[src/verilog/conPkg.sv]
package conPkg;

  // Fields use DEC bit numbering, so bit 0 is the most significant
  typedef logic [0:5]  condField_t;
  typedef logic [0:8]  magicField_t;
  typedef logic [0:3]  memField_t;
  typedef logic [0:35] ebusWord_t;

  // One enable per condition group, bit 0 is group 0x
  typedef logic [0:7] condGroup_t;

  // Microcode state 1, 3, 5 and 7 in bits 0 to 3
  typedef logic [0:3] ucodeState_t;

  typedef logic [0:3] srValue_t;

  // Console functions as seen on the diagnostic select lines
  typedef enum logic [2:0] {
    DIAG_CLR_RUN     = 3'd0,
    DIAG_SET_RUN     = 3'd1,
    DIAG_CONTINUE    = 3'd2,
    DIAG_IR_STROBE   = 3'd4,
    DIAG_DRAM_STROBE = 3'd5
  } diagFunc_e;

  // Subfunctions of magic 01x, taken from magic bits 6 to 8
  typedef enum logic [2:0] {
    IO_CONO_APR  = 3'd4,
    IO_CONO_PI   = 3'd5,
    IO_CONO_PAG  = 3'd6,
    IO_DATAO_APR = 3'd7
  } ioFunc_e;

  // Group 1x items
  localparam logic [2:0] COND_LOAD_IR    = 3'd4;
  localparam logic [2:0] COND_SPEC_INSTR = 3'd5;
  localparam logic [2:0] COND_SR_MAGIC   = 3'd6;

  // Group 2x items
  localparam logic [2:0] COND_DIAG_FUNC  = 3'd0;
  localparam logic [2:0] COND_EBOX_STATE = 3'd1;

  // Magic bits 3 to 5 for the 01x family
  localparam logic [2:0] FUNC_01X = 3'd1;

endpackage

[src/verilog/condDecoder.sv]
`timescale 1ns/10ps

module condDecoder import conPkg::*; (
  input  logic       arstN,
  input  condField_t cond,
  output condGroup_t condEn,
  output logic       loadIrCond,
  output logic       specInstrCond,
  output logic       srMagicCond,
  output logic       diagFuncCond,
  output logic       ebusStateCond
);

  logic [2:0] groupSel;
  logic [2:0] itemSel;
  logic       group1x;
  logic       group2x;

  assign groupSel = cond[0:2];
  assign itemSel  = cond[3:5];

  // First level, blanked while the board is held in reset
  always_comb begin
    condEn = '0;
    if (arstN) begin
      condEn[groupSel] = 1'b1;
    end
  end

  assign group1x = condEn[1];
  assign group2x = condEn[2];

  // Second level for the groups this board acts on
  assign loadIrCond    = group1x && (itemSel == COND_LOAD_IR);
  assign specInstrCond = group1x && (itemSel == COND_SPEC_INSTR);
  assign srMagicCond   = group1x && (itemSel == COND_SR_MAGIC);

  assign diagFuncCond  = group2x && (itemSel == COND_DIAG_FUNC);
  assign ebusStateCond = group2x && (itemSel == COND_EBOX_STATE);

endmodule

[src/verilog/consoleRunCtl.sv]
`timescale 1ns/10ps

module consoleRunCtl import conPkg::*; #(
  parameter int RunSyncStages = 3
) (
  input  logic      CON_CLK,
  input  logic      arstN,
  input  logic      diagCtlEn,
  input  diagFunc_e diagSel,
  output logic      run,
  output logic      start,
  output logic      diagIrStrobe
);

  logic runReg;
  logic contReq;
  logic contDelayed;
  logic contPrev;
  // Bit 1 carries run, bit 0 the continue request
  logic [RunSyncStages-1:0][1:0] syncChain;

  // Console requests, taken on every edge with the strobe up
  always_ff @(posedge CON_CLK or negedge arstN) begin
    if (!arstN) begin
      runReg  <= 1'b0;
      contReq <= 1'b0;
    end else begin
      contReq <= diagCtlEn && (diagSel == DIAG_CONTINUE);
      if (diagCtlEn && (diagSel == DIAG_SET_RUN)) begin
        runReg <= 1'b1;
      end else if (diagCtlEn && (diagSel == DIAG_CLR_RUN)) begin
        runReg <= 1'b0;
      end
    end
  end

  always_ff @(posedge CON_CLK or negedge arstN) begin
    if (!arstN) begin
      syncChain <= '0;
      contPrev  <= 1'b0;
    end else begin
      syncChain[0] <= {runReg, contReq};
      for (int i = 1; i < RunSyncStages; i++) begin
        syncChain[i] <= syncChain[i-1];
      end
      contPrev <= contDelayed;
    end
  end

  assign run         = syncChain[RunSyncStages-1][1];
  assign contDelayed = syncChain[RunSyncStages-1][0];

  // One start pulse per continue, even when the strobe is held
  assign start = contDelayed && !contPrev;

  assign diagIrStrobe = diagCtlEn && (diagSel == DIAG_IR_STROBE);

endmodule

[src/verilog/ioFuncDecoder.sv]
`timescale 1ns/10ps

module ioFuncDecoder import conPkg::*; (
  input  logic        CON_CLK,
  input  logic        arstN,
  input  logic        diagFuncCond,
  input  magicField_t magic,
  input  ebusWord_t   ebusData,
  input  logic        ebusSync,
  output logic        conoApr,
  output logic        conoPi,
  output logic        conoPag,
  output logic        dataoApr,
  output logic        conoApr200000,
  output logic        selEn,
  output logic        selDis,
  output logic        selClr,
  output logic        selSet,
  output logic        delayReq,
  output logic        cacheLookEn,
  output logic        cacheLoadEn,
  output logic        klPagingEn,
  output logic        trapEn,
  output logic        wrEvenParAdr,
  output logic        wrEvenParData,
  output logic        wrEvenParDir
);

  logic       func01x;
  logic [2:0] subFunc;

  assign func01x = diagFuncCond && !magic[2] && (magic[3:5] == FUNC_01X);
  assign subFunc = magic[6:8];

  // APR and PI functions only fire in step with the EBOX
  assign conoApr  = func01x && (subFunc == IO_CONO_APR) && ebusSync;
  assign conoPi   = func01x && (subFunc == IO_CONO_PI) && ebusSync;
  assign conoPag  = func01x && (subFunc == IO_CONO_PAG);
  assign dataoApr = func01x && (subFunc == IO_DATAO_APR);

  assign selEn  = ebusData[20] && conoApr;
  assign selDis = ebusData[21] && conoApr;
  assign selClr = ebusData[22] && conoApr;
  assign selSet = ebusData[23] && conoApr;

  assign delayReq = diagFuncCond && magic[3];

  always_ff @(posedge CON_CLK or negedge arstN) begin
    if (!arstN) begin
      cacheLookEn   <= 1'b0;
      cacheLoadEn   <= 1'b0;
      klPagingEn    <= 1'b0;
      trapEn        <= 1'b0;
      wrEvenParAdr  <= 1'b0;
      wrEvenParData <= 1'b0;
      wrEvenParDir  <= 1'b0;
      conoApr200000 <= 1'b0;
    end else begin
      if (conoPag) begin
        cacheLookEn <= ebusData[18];
        cacheLoadEn <= ebusData[19];
        klPagingEn  <= ebusData[21];
        trapEn      <= ebusData[22];
      end
      // Even parity write controls for diagnostics
      if (conoPi) begin
        wrEvenParAdr  <= ebusData[18];
        wrEvenParData <= ebusData[19];
        wrEvenParDir  <= ebusData[20];
      end
      conoApr200000 <= conoApr && ebusData[19];
    end
  end

endmodule

[src/verilog/specInstrState.sv]
`timescale 1ns/10ps

module specInstrState import conPkg::*; (
  input  logic        CON_CLK,
  input  logic        arstN,
  input  magicField_t magic,
  input  logic        dispNicond,
  input  logic        specInstrCond,
  input  logic        srMagicCond,
  input  logic        ebusStateCond,
  input  logic        run,
  output logic        kernelCycle,
  output logic        pcPlus1Inh,
  output logic        pxct,
  output logic        intDisable,
  output logic        eboxHalted,
  output logic        piDisable,
  output srValue_t    sr,
  output ucodeState_t ucodeState
);

  logic loadSpecInstr;

  // NICOND dispatch reloads the flags as well
  assign loadSpecInstr = dispNicond || specInstrCond;

  always_ff @(posedge CON_CLK or negedge arstN) begin
    if (!arstN) begin
      kernelCycle <= 1'b0;
      pcPlus1Inh  <= 1'b0;
      pxct        <= 1'b0;
      intDisable  <= 1'b0;
      eboxHalted  <= 1'b0;
    end else if (loadSpecInstr) begin
      kernelCycle <= magic[1];
      pcPlus1Inh  <= magic[2];
      pxct        <= magic[4];
      intDisable  <= magic[5];
      eboxHalted  <= magic[7];
    end
  end

  always_ff @(posedge CON_CLK or negedge arstN) begin
    if (!arstN) begin
      sr <= '0;
    end else if (srMagicCond) begin
      sr <= magic[5:8];
    end
  end

  // Odd magic bit sets the state, the even bit after it holds it
  always_ff @(posedge CON_CLK or negedge arstN) begin
    if (!arstN) begin
      ucodeState <= '0;
    end else if (ebusStateCond) begin
      for (int k = 0; k < 4; k++) begin
        ucodeState[k] <= magic[2*k+1] || (magic[2*k+2] && ucodeState[k]);
      end
    end
  end

  assign piDisable = !run || eboxHalted;

endmodule

[src/verilog/cycleTracker.sv]
`timescale 1ns/10ps

module cycleTracker import conPkg::*; (
  input  logic        CON_CLK,
  input  logic        arstN,
  input  memField_t   mem,
  input  magicField_t magic,
  input  logic        specInstrCond,
  input  logic        loadIrCond,
  input  logic        diagIrStrobe,
  input  logic        mboxCycReq,
  input  logic        vmaFetch,
  input  logic        vmaAcRef,
  input  logic        mbXfer,
  input  logic        pageError,
  input  logic        skipSatisfied,
  input  logic        saveFlags,
  input  logic        specFlagCtl,
  input  logic        ebusSync,
  output logic        memCycle,
  output logic        piCycle,
  output logic        mboxWait,
  output logic        fmXfer,
  output logic        loadIr
);

  logic xfer;
  logic piCycleClr;

  assign mboxWait = mem[2] && memCycle;
  // AC references are served from fast memory
  assign fmXfer   = mboxWait && vmaAcRef;
  assign xfer     = fmXfer || mbXfer;

  assign piCycleClr = (saveFlags && piCycle && ebusSync) || (specFlagCtl && magic[2]);

  // A new request wins over the end of the previous cycle
  always_ff @(posedge CON_CLK or negedge arstN) begin
    if (!arstN) begin
      memCycle <= 1'b0;
    end else if (mboxCycReq) begin
      memCycle <= 1'b1;
    end else if (xfer || pageError) begin
      memCycle <= 1'b0;
    end
  end

  always_ff @(posedge CON_CLK or negedge arstN) begin
    if (!arstN) begin
      piCycle <= 1'b0;
    end else if (specInstrCond && magic[0]) begin
      piCycle <= 1'b1;
    end else if (skipSatisfied || piCycleClr) begin
      piCycle <= 1'b0;
    end
  end

  assign loadIr = (vmaFetch && memCycle) || loadIrCond || diagIrStrobe;

endmodule

[src/verilog/conTop.sv]
`timescale 1ns/10ps

module conTop import conPkg::*; #(
  parameter int RunSyncStages = 3
) (
  input  logic        CON_CLK,
  input  logic        arstN,
  input  condField_t  cond,
  input  magicField_t magic,
  input  memField_t   mem,
  input  logic        diagCtlEn,
  input  diagFunc_e   diagSel,
  input  ebusWord_t   ebusData,
  input  logic        ebusSync,
  input  logic        dispNicond,
  input  logic        mboxCycReq,
  input  logic        vmaFetch,
  input  logic        vmaAcRef,
  input  logic        mbXfer,
  input  logic        pageError,
  input  logic        skipSatisfied,
  input  logic        saveFlags,
  input  logic        specFlagCtl,
  output condGroup_t  condEn,
  output logic        run,
  output logic        start,
  output logic        conoApr,
  output logic        conoPi,
  output logic        conoPag,
  output logic        dataoApr,
  output logic        conoApr200000,
  output logic        selEn,
  output logic        selDis,
  output logic        selClr,
  output logic        selSet,
  output logic        delayReq,
  output logic        cacheLookEn,
  output logic        cacheLoadEn,
  output logic        klPagingEn,
  output logic        trapEn,
  output logic        wrEvenParAdr,
  output logic        wrEvenParData,
  output logic        wrEvenParDir,
  output logic        kernelCycle,
  output logic        pcPlus1Inh,
  output logic        pxct,
  output logic        intDisable,
  output logic        eboxHalted,
  output logic        piDisable,
  output srValue_t    sr,
  output ucodeState_t ucodeState,
  output logic        memCycle,
  output logic        piCycle,
  output logic        mboxWait,
  output logic        fmXfer,
  output logic        loadIr
);

  // Item strobes from the condition decode
  logic loadIrCond;
  logic specInstrCond;
  logic srMagicCond;
  logic diagFuncCond;
  logic ebusStateCond;

  logic diagIrStrobe;

  condDecoder i_condDecoder (.*);

  consoleRunCtl #(
    .RunSyncStages(RunSyncStages)
  ) i_consoleRunCtl (.*);

  ioFuncDecoder i_ioFuncDecoder (.*);

  specInstrState i_specInstrState (.*);

  cycleTracker i_cycleTracker (.*);

endmodule

[config.mk]
export PLATFORM = sky130hd
export DESIGN_NAME = conTop
export DESIGN_NICKNAME = d
export VERILOG_FILES = /design/src/verilog/conPkg.sv /design/src/verilog/condDecoder.sv /design/src/verilog/consoleRunCtl.sv /design/src/verilog/ioFuncDecoder.sv /design/src/verilog/specInstrState.sv /design/src/verilog/cycleTracker.sv /design/src/verilog/conTop.sv
export SDC_FILE = /design/constraint.sdc
export NUM_CORES = 1
export LEC_CHECK = 0
export BUFFER_PORTS_ARGS = -buffer_cell sky130_fd_sc_hd__buf_2
export CAP_MARGIN = 20
export CORE_ASPECT_RATIO = 0.7
export CORE_MARGIN = 8
export CORE_UTILIZATION = 25
export DETAILED_ROUTE_END_ITERATION = 8
export GPL_ROUTABILITY_DRIVEN = 0
export GPL_TIMING_DRIVEN = 1
export PLACE_DENSITY = 0.64
export SYNTH_ARGS = -nofsm -noshare
export SYNTH_HDL_FRONTEND = slang
export SYNTH_SLANG_ARGS = --single-unit
[constraint.sdc]
create_clock -name CON_CLK -period 2.5 [get_ports CON_CLK]
set_input_delay 0.125 -clock CON_CLK [delete_from_list [all_inputs] [get_ports CON_CLK]]
set_output_delay 0.125 -clock CON_CLK [all_outputs]
set_load 0.01 [all_outputs]
==> impl_metrics.tcl, run 1 <==
set metrics [dict create \
    status "completed" \
    critPathMaxFanout 10 \
    drc 0 \
    switchingPower_uw 301 \
    cts_hold_buf 1 \
    worst_slack_ns 0.442 \
    core_area_sq_um 5700 \
    die_area_sq_um 8640 \
    rsz0062_at_grt "no" \
    crit_chain "dlygate4sd3_1 -> buf_2 -> and4bb_2 -> nand4_1 -> nor3_1 -> buf_2" \
    cp.arrival_ns 1.93 \
    min_period_over_period_pct 82.3 \
    synthCells 119 \
    p_per_area_nw_per_um2 550 \
    nFillCells 586 \
    combPwrFrac_pct 16.2 \
    grt_pass1_wl_um 6590 \
    async_flop_share_pct 100 \
    max_slew_margin_pct 53.9 \
    dp.final_hpwl_um 3520 \
    ant_nets 0 \
    skew_ns 0.000327 \
    grt_max_degree 35 \
    synth_edf_count 0 \
    regArea_sq_um 801 \
    drtIter0Drc 26 \
    hp-class "input pin to flop" \
    root_buffer "clkbuf_8" \
    drive_gt1_share_pct 55.5 \
    detail_route.wirelength_um 4350 \
    rows 23 \
    final-hold-violation-count 0 \
    pwr-share-seq_pct 50.8 \
    instances_no_fill 284 \
    final_util_pct 36.3 \
    yosys_most_used_dff "dfrtp_1" \
    ys_ff_latch 32 \
    fp.dieH_um 80.2 \
    fp.dieW_um 108 \
    ys_warn_count 0 \
    diodes 0 \
    clk_pin_slew_ns 0.06 \
    syn_area_sq_um 1470 \
    via_per_inst 4.39 \
    cts_tree "yes" \
    period_needed_ns 2.06 \
    h-tree-depth 2 \
    maxCapViolCount 0 \
    leakagePower_nw 1.13 \
    largest_registers "i_consoleRunCtl.syncChain x4, i_specInstrState.sr x4, i_specInstrState.ucodeState x4" \
    max_freq_mhz 486 \
    cts_setup_buffers 0 \
    portBuffers 83 \
    p_clk_share_pct 32.9 \
    syn_nets 190 \
    yosysSeqAreaShare_pct 54.4 \
    avgSynthCellArea_sq_um 12.4 \
    io_pins 117 \
    critPathMaxStageDelay_ns 0.51 \
    cts.repair.resized 0 \
    numClockSinks 32 \
    antenna_found_initial 0 \
    worst_pin_slew_ns 0.690 \
    multiInputGateArea_sq_um 631 \
    cts_buffers 5 \
    worstSetupEndpointType "primary output" \
    fin_nets 280 \
    grt_usage_pct 9.94 \
    place_inst 276 \
    grt_pass1_vias 1271 \
    fin_hold_ws_ns 0.0328 \
    place_ws_ns 0.881 \
    num_vias 1247 \
    clock_path_buffers 2 \
    slew_violations 0 \
    final_area_sq_um 2070 \
    grt-ovfl-total 0 \
    start_util_pct 25.8 \
    setup_viol 0 \
    cp-start-kind "input pin" \
    crit_type "input pin to primary output" \
    wl_per_cell_um 15.3 \
    clock_latency_ns 0.27 \
    place_area_sq_um 1970 \
    p_sw_share_pct 26.5 \
    worstPathRequired_ns 2.38 \
    fin_setup_tns_ns 0 \
    crit_slowest_cell "dlygate4sd3_1" \
    peakVddDrop_v 0.000181 \
    dr.pass1.iters 4 \
    cpMostUsedCell "buf_2" \
    syn2layout_area_growth_pct 40.3 \
    p_int_uw 835 \
    synth_cell_type_count 29 \
    power_mw 1.14 \
]
-- critical path, delay by kind of cell --
kind / cells / cell delay [ns]
AND/OR/NAND/NOR: 3 / 0.97
buffers and inverters: 3 / 0.83
-- placed cells by master (no fill, tap or decap), types with 3 or more instances in the layout --
cell      count
buf_2        83
nor4bb_1      4
mux2_2       17
nor2_1        7
nand2_1       6
dfrtp_1      32
nor3b_1       3
nor3_1        6
inv_1         7
nand2b_1      3
clkbuf_8      5
a22o_1        4
nand3b_1      5
nor2b_1       3
-- synthesized netlist by cell type (all sizes together), types with 2 or more instances --
master  count  area (sq um)
dfrtp      32           801
a22o        4          35.0
and3        2          12.5
and2        2          12.5
nor2        7          26.3
nand2       6          22.5
nor3        7          40.0
nor2b       3          18.8
mux2       17           191
nor4bb      4          40.0
nor3b       3          22.5
inv         7          26.3
nand2b      3          18.8
nand3b      5          37.5
and4bb      3          41.3
buf         2          15.0
nand4       4          37.5
-- power by group through the flow --
stage               logic (mW)  clock network (mW)  registers, mW
floorplan               0.0638                   0          0.600
global route             0.205               0.423          0.583
global placement         0.186                   0          0.586
CTS                      0.190               0.400          0.578
detailed placement       0.188                   0          0.588
finish                   0.185               0.374          0.577
-- cells by family (layout without fill, tap and decap cells) --
kind of cell / count (synthesis) / after routing / synth area share, %
muxes: 17 / 17 / 13.0
AOI/OAI and AO/OA: 10 / 10 / 6.20
DFF: 32 / 32 / 54.4
buffers and inverters: 9 / 99 / 2.80
and+or+nand+nor: 51 / 51 / 23.6
-- worst paths after layout --
| check | cells after the start | endpoint | slack (ns) | startpoint |
|---|---|---|---|---|
| max | 6 | selEn | 0.44 | arstN |
| min | 2 | i_cycleTracker.memCycle$_DFFE_PN0P_ | 0.03 | mboxCycReq |
| max reg2reg | 1 | i_specInstrState.eboxHalted$_DFFE_PN0P_ | 1.73 | i_specInstrState.eboxHalted$_DFFE_PN0P_ |
| min reg2reg | 0 | i_consoleRunCtl.contDelayed$_DFF_PN0_ | 0.35 | i_consoleRunCtl.syncChain[2]$_DFF_PN0_ |
| max in group asynchronous | 3 | i_cycleTracker.piCycle$_DFFE_PN0P_ | 1.70 | arstN |
| min in group asynchronous | 3 | i_specInstrState.pcPlus1Inh$_DFFE_PN0P_ | 0.48 | arstN |
-- layer usage --
layer,GRT usage [%],up-vias,routed length [um]
met5,0,-,0
met4,2.07,0,0
met3,5.28,0,486
met2,13.9,58,1810
met1,13.1,582,2050
li1,-,607,-
-- cell type report --
cell class | instances | area share (%)
clock buffer | 5 | 3.33
clock inverter | 2 | 0.606
inverter | 7 | 1.27
multi-input combinational | 78 | 30.5
sequential | 32 | 38.8
tap | 75 | 4.54
timing repair buffer | 85 | 21.0
No activity file was read; power rests on OpenSTA's default activity.
==> run 2, diff against run 1 <==
==> constraint.sdc (replaced) <==
create_clock -name CON_CLK -period 2 [get_ports CON_CLK]
set_input_delay 0.1 -clock CON_CLK [delete_from_list [all_inputs] [get_ports CON_CLK]]
set_output_delay 0.1 -clock CON_CLK [all_outputs]
set_load 0.01 [all_outputs]
==> impl_metrics.tcl, run 2 (synthesis results as in run 1) <==
set metrics [dict create \
    period_needed_ns 1.53 \
    setup_viol 0 \
    peakVddDrop_v 0.000234 \
    worst_slack_ns 0.468 \
    grt_max_degree 31 \
    crit_type "input pin to primary output" \
    drive_gt1_share_pct 55.0 \
    cp.arrival_ns 1.43 \
    fin_setup_tns_ns 0 \
    io_pins 117 \
    clk_pin_slew_ns 0.06 \
    via_per_inst 4.45 \
    place_ws_ns 0.439 \
    rows 23 \
    leakagePower_nw 1.14 \
    rsz0062_at_grt "no" \
    grt_usage_pct 10.5 \
    detail_route.wirelength_um 4480 \
    h-tree-depth 2 \
    largest_registers "i_consoleRunCtl.syncChain x4, i_specInstrState.sr x4, i_specInstrState.ucodeState x4" \
    die_area_sq_um 8640 \
    skew_ns 0.00238 \
    critPathMaxFanout 10 \
    start_util_pct 25.8 \
    core_area_sq_um 5700 \
    fp.dieH_um 80.2 \
    grt_pass1_wl_um 7110 \
    final-hold-violation-count 0 \
    max_freq_mhz 653 \
    p_per_area_nw_per_um2 688 \
    status "completed" \
    numClockSinks 32 \
    reg2reg_slack_ns 1.21 \
    mostFrequentLayoutCells "buf_2 (83), dfrtp_1 (32), mux2_2 (17)" \
    max_slew_margin_pct 60.7 \
    worstPathRequired_ns 1.90 \
    cts.repair.resized 0 \
    fin_nets 282 \
    layout_commonest_cell "buf_2" \
    drtIter0Drc 50 \
    hp-class "input pin to flop" \
    min_period_over_period_pct 76.6 \
    clock_latency_ns 0.27 \
    cts_hold_buf 3 \
    slew_violations 0 \
    cts_tree "yes" \
    antenna_found_initial 0 \
    ant_nets 0 \
    root_buffer "clkbuf_8" \
    cp-start-kind "input pin" \
    dp.final_hpwl_um 3570 \
    syn2layout_area_growth_pct 41.6 \
    maxCapViolCount 0 \
    dr.pass1.iters 4 \
    worst_pin_slew_ns 0.588 \
    wl_per_cell_um 15.7 \
    portBuffers 83 \
    diodes 0 \
    grt_pass1_vias 1350 \
    drc 0 \
    num_vias 1274 \
    cts_setup_buffers 0 \
    grt-ovfl-total 0 \
    fp.dieW_um 108 \
    clock_path_buffers 2 \
    worstSetupEndpointType "primary output" \
    cts_buffers 5 \
]
==> run 2: area by class of cell <==
cell class                      count  area [sq um]
Sequential cell                    32           801
Multi-Input combinational cell     78           631
Fill cell                         581          3610
Tap cell                           75          93.8
Clock buffer                        5          68.8
Timing Repair Buffer               87           453
Clock inverter                      2          12.5
Inverter                            7          26.3
==> run 2: metrics by stage <==
step | total power, mW | hold slack [ns] | utilization [%] | cell area, sq um | cells
after floorplan | 0.830 | -0.196 | - | 1470 | 119
after global placement | 0.965 | -0.0571 | 34.7 | 1970 | 276
after detailed placement | 0.970 | -0.0574 | 34.7 | 1970 | 276
after CTS | 1.47 | 0.00272 | 36.6 | 2090 | 286
after global routing | 1.53 | 0.0272 | 36.6 | 2090 | 286
final | 1.44 | 0.0167 | 36.6 | 2090 | 286
==> run 2: power breakdown <==
part | switching (mW) | leakage (nW) | total (mW) | internal (mW)
registers | 0.0241 | 0.418 | 0.722 | 0.698
clock network | 0.243 | 0.0400 | 0.479 | 0.236
logic | 0.122 | 0.681 | 0.235 | 0.113
total | 0.389 | 1.14 | 1.44 | 1.05
==> run 2: path summary, 6_finish.rpt <==
path / start / to / cells past startpoint
worst max-delay path: cond[3] / selEn / 5
worst min-delay path: diagSel[0] / i_consoleRunCtl.contReq$_DFF_PN0_ / 2
worst max register to register: i_specInstrState.eboxHalted$_DFFE_PN0P_ / i_specInstrState.eboxHalted$_DFFE_PN0P_ / 1
worst min register to register: i_consoleRunCtl.syncChain[0]$_DFF_PN0_ / i_consoleRunCtl.syncChain[2]$_DFF_PN0_ / 0
max in group asynchronous: arstN / i_consoleRunCtl.contPrev$_DFF_PN0_ / 3
min in group asynchronous: arstN / i_cycleTracker.piCycle$_DFFE_PN0P_ / 2
==> run 2: metal layers <==
metal | GRT usage, % | wire, um
met2 | 15.2 | 1820
met1 | 14.0 | 2160
met4 | 2.07 | 0
met5 | 0 | 0
met3 | 4.88 | 504
==> run 2: worst max-delay path: stages <==
cell and delay, ns:
buf_2 0.14, and4bb_2 0.44, nand4_1 0.31, nor3_1 0.27, buf_2 0.17
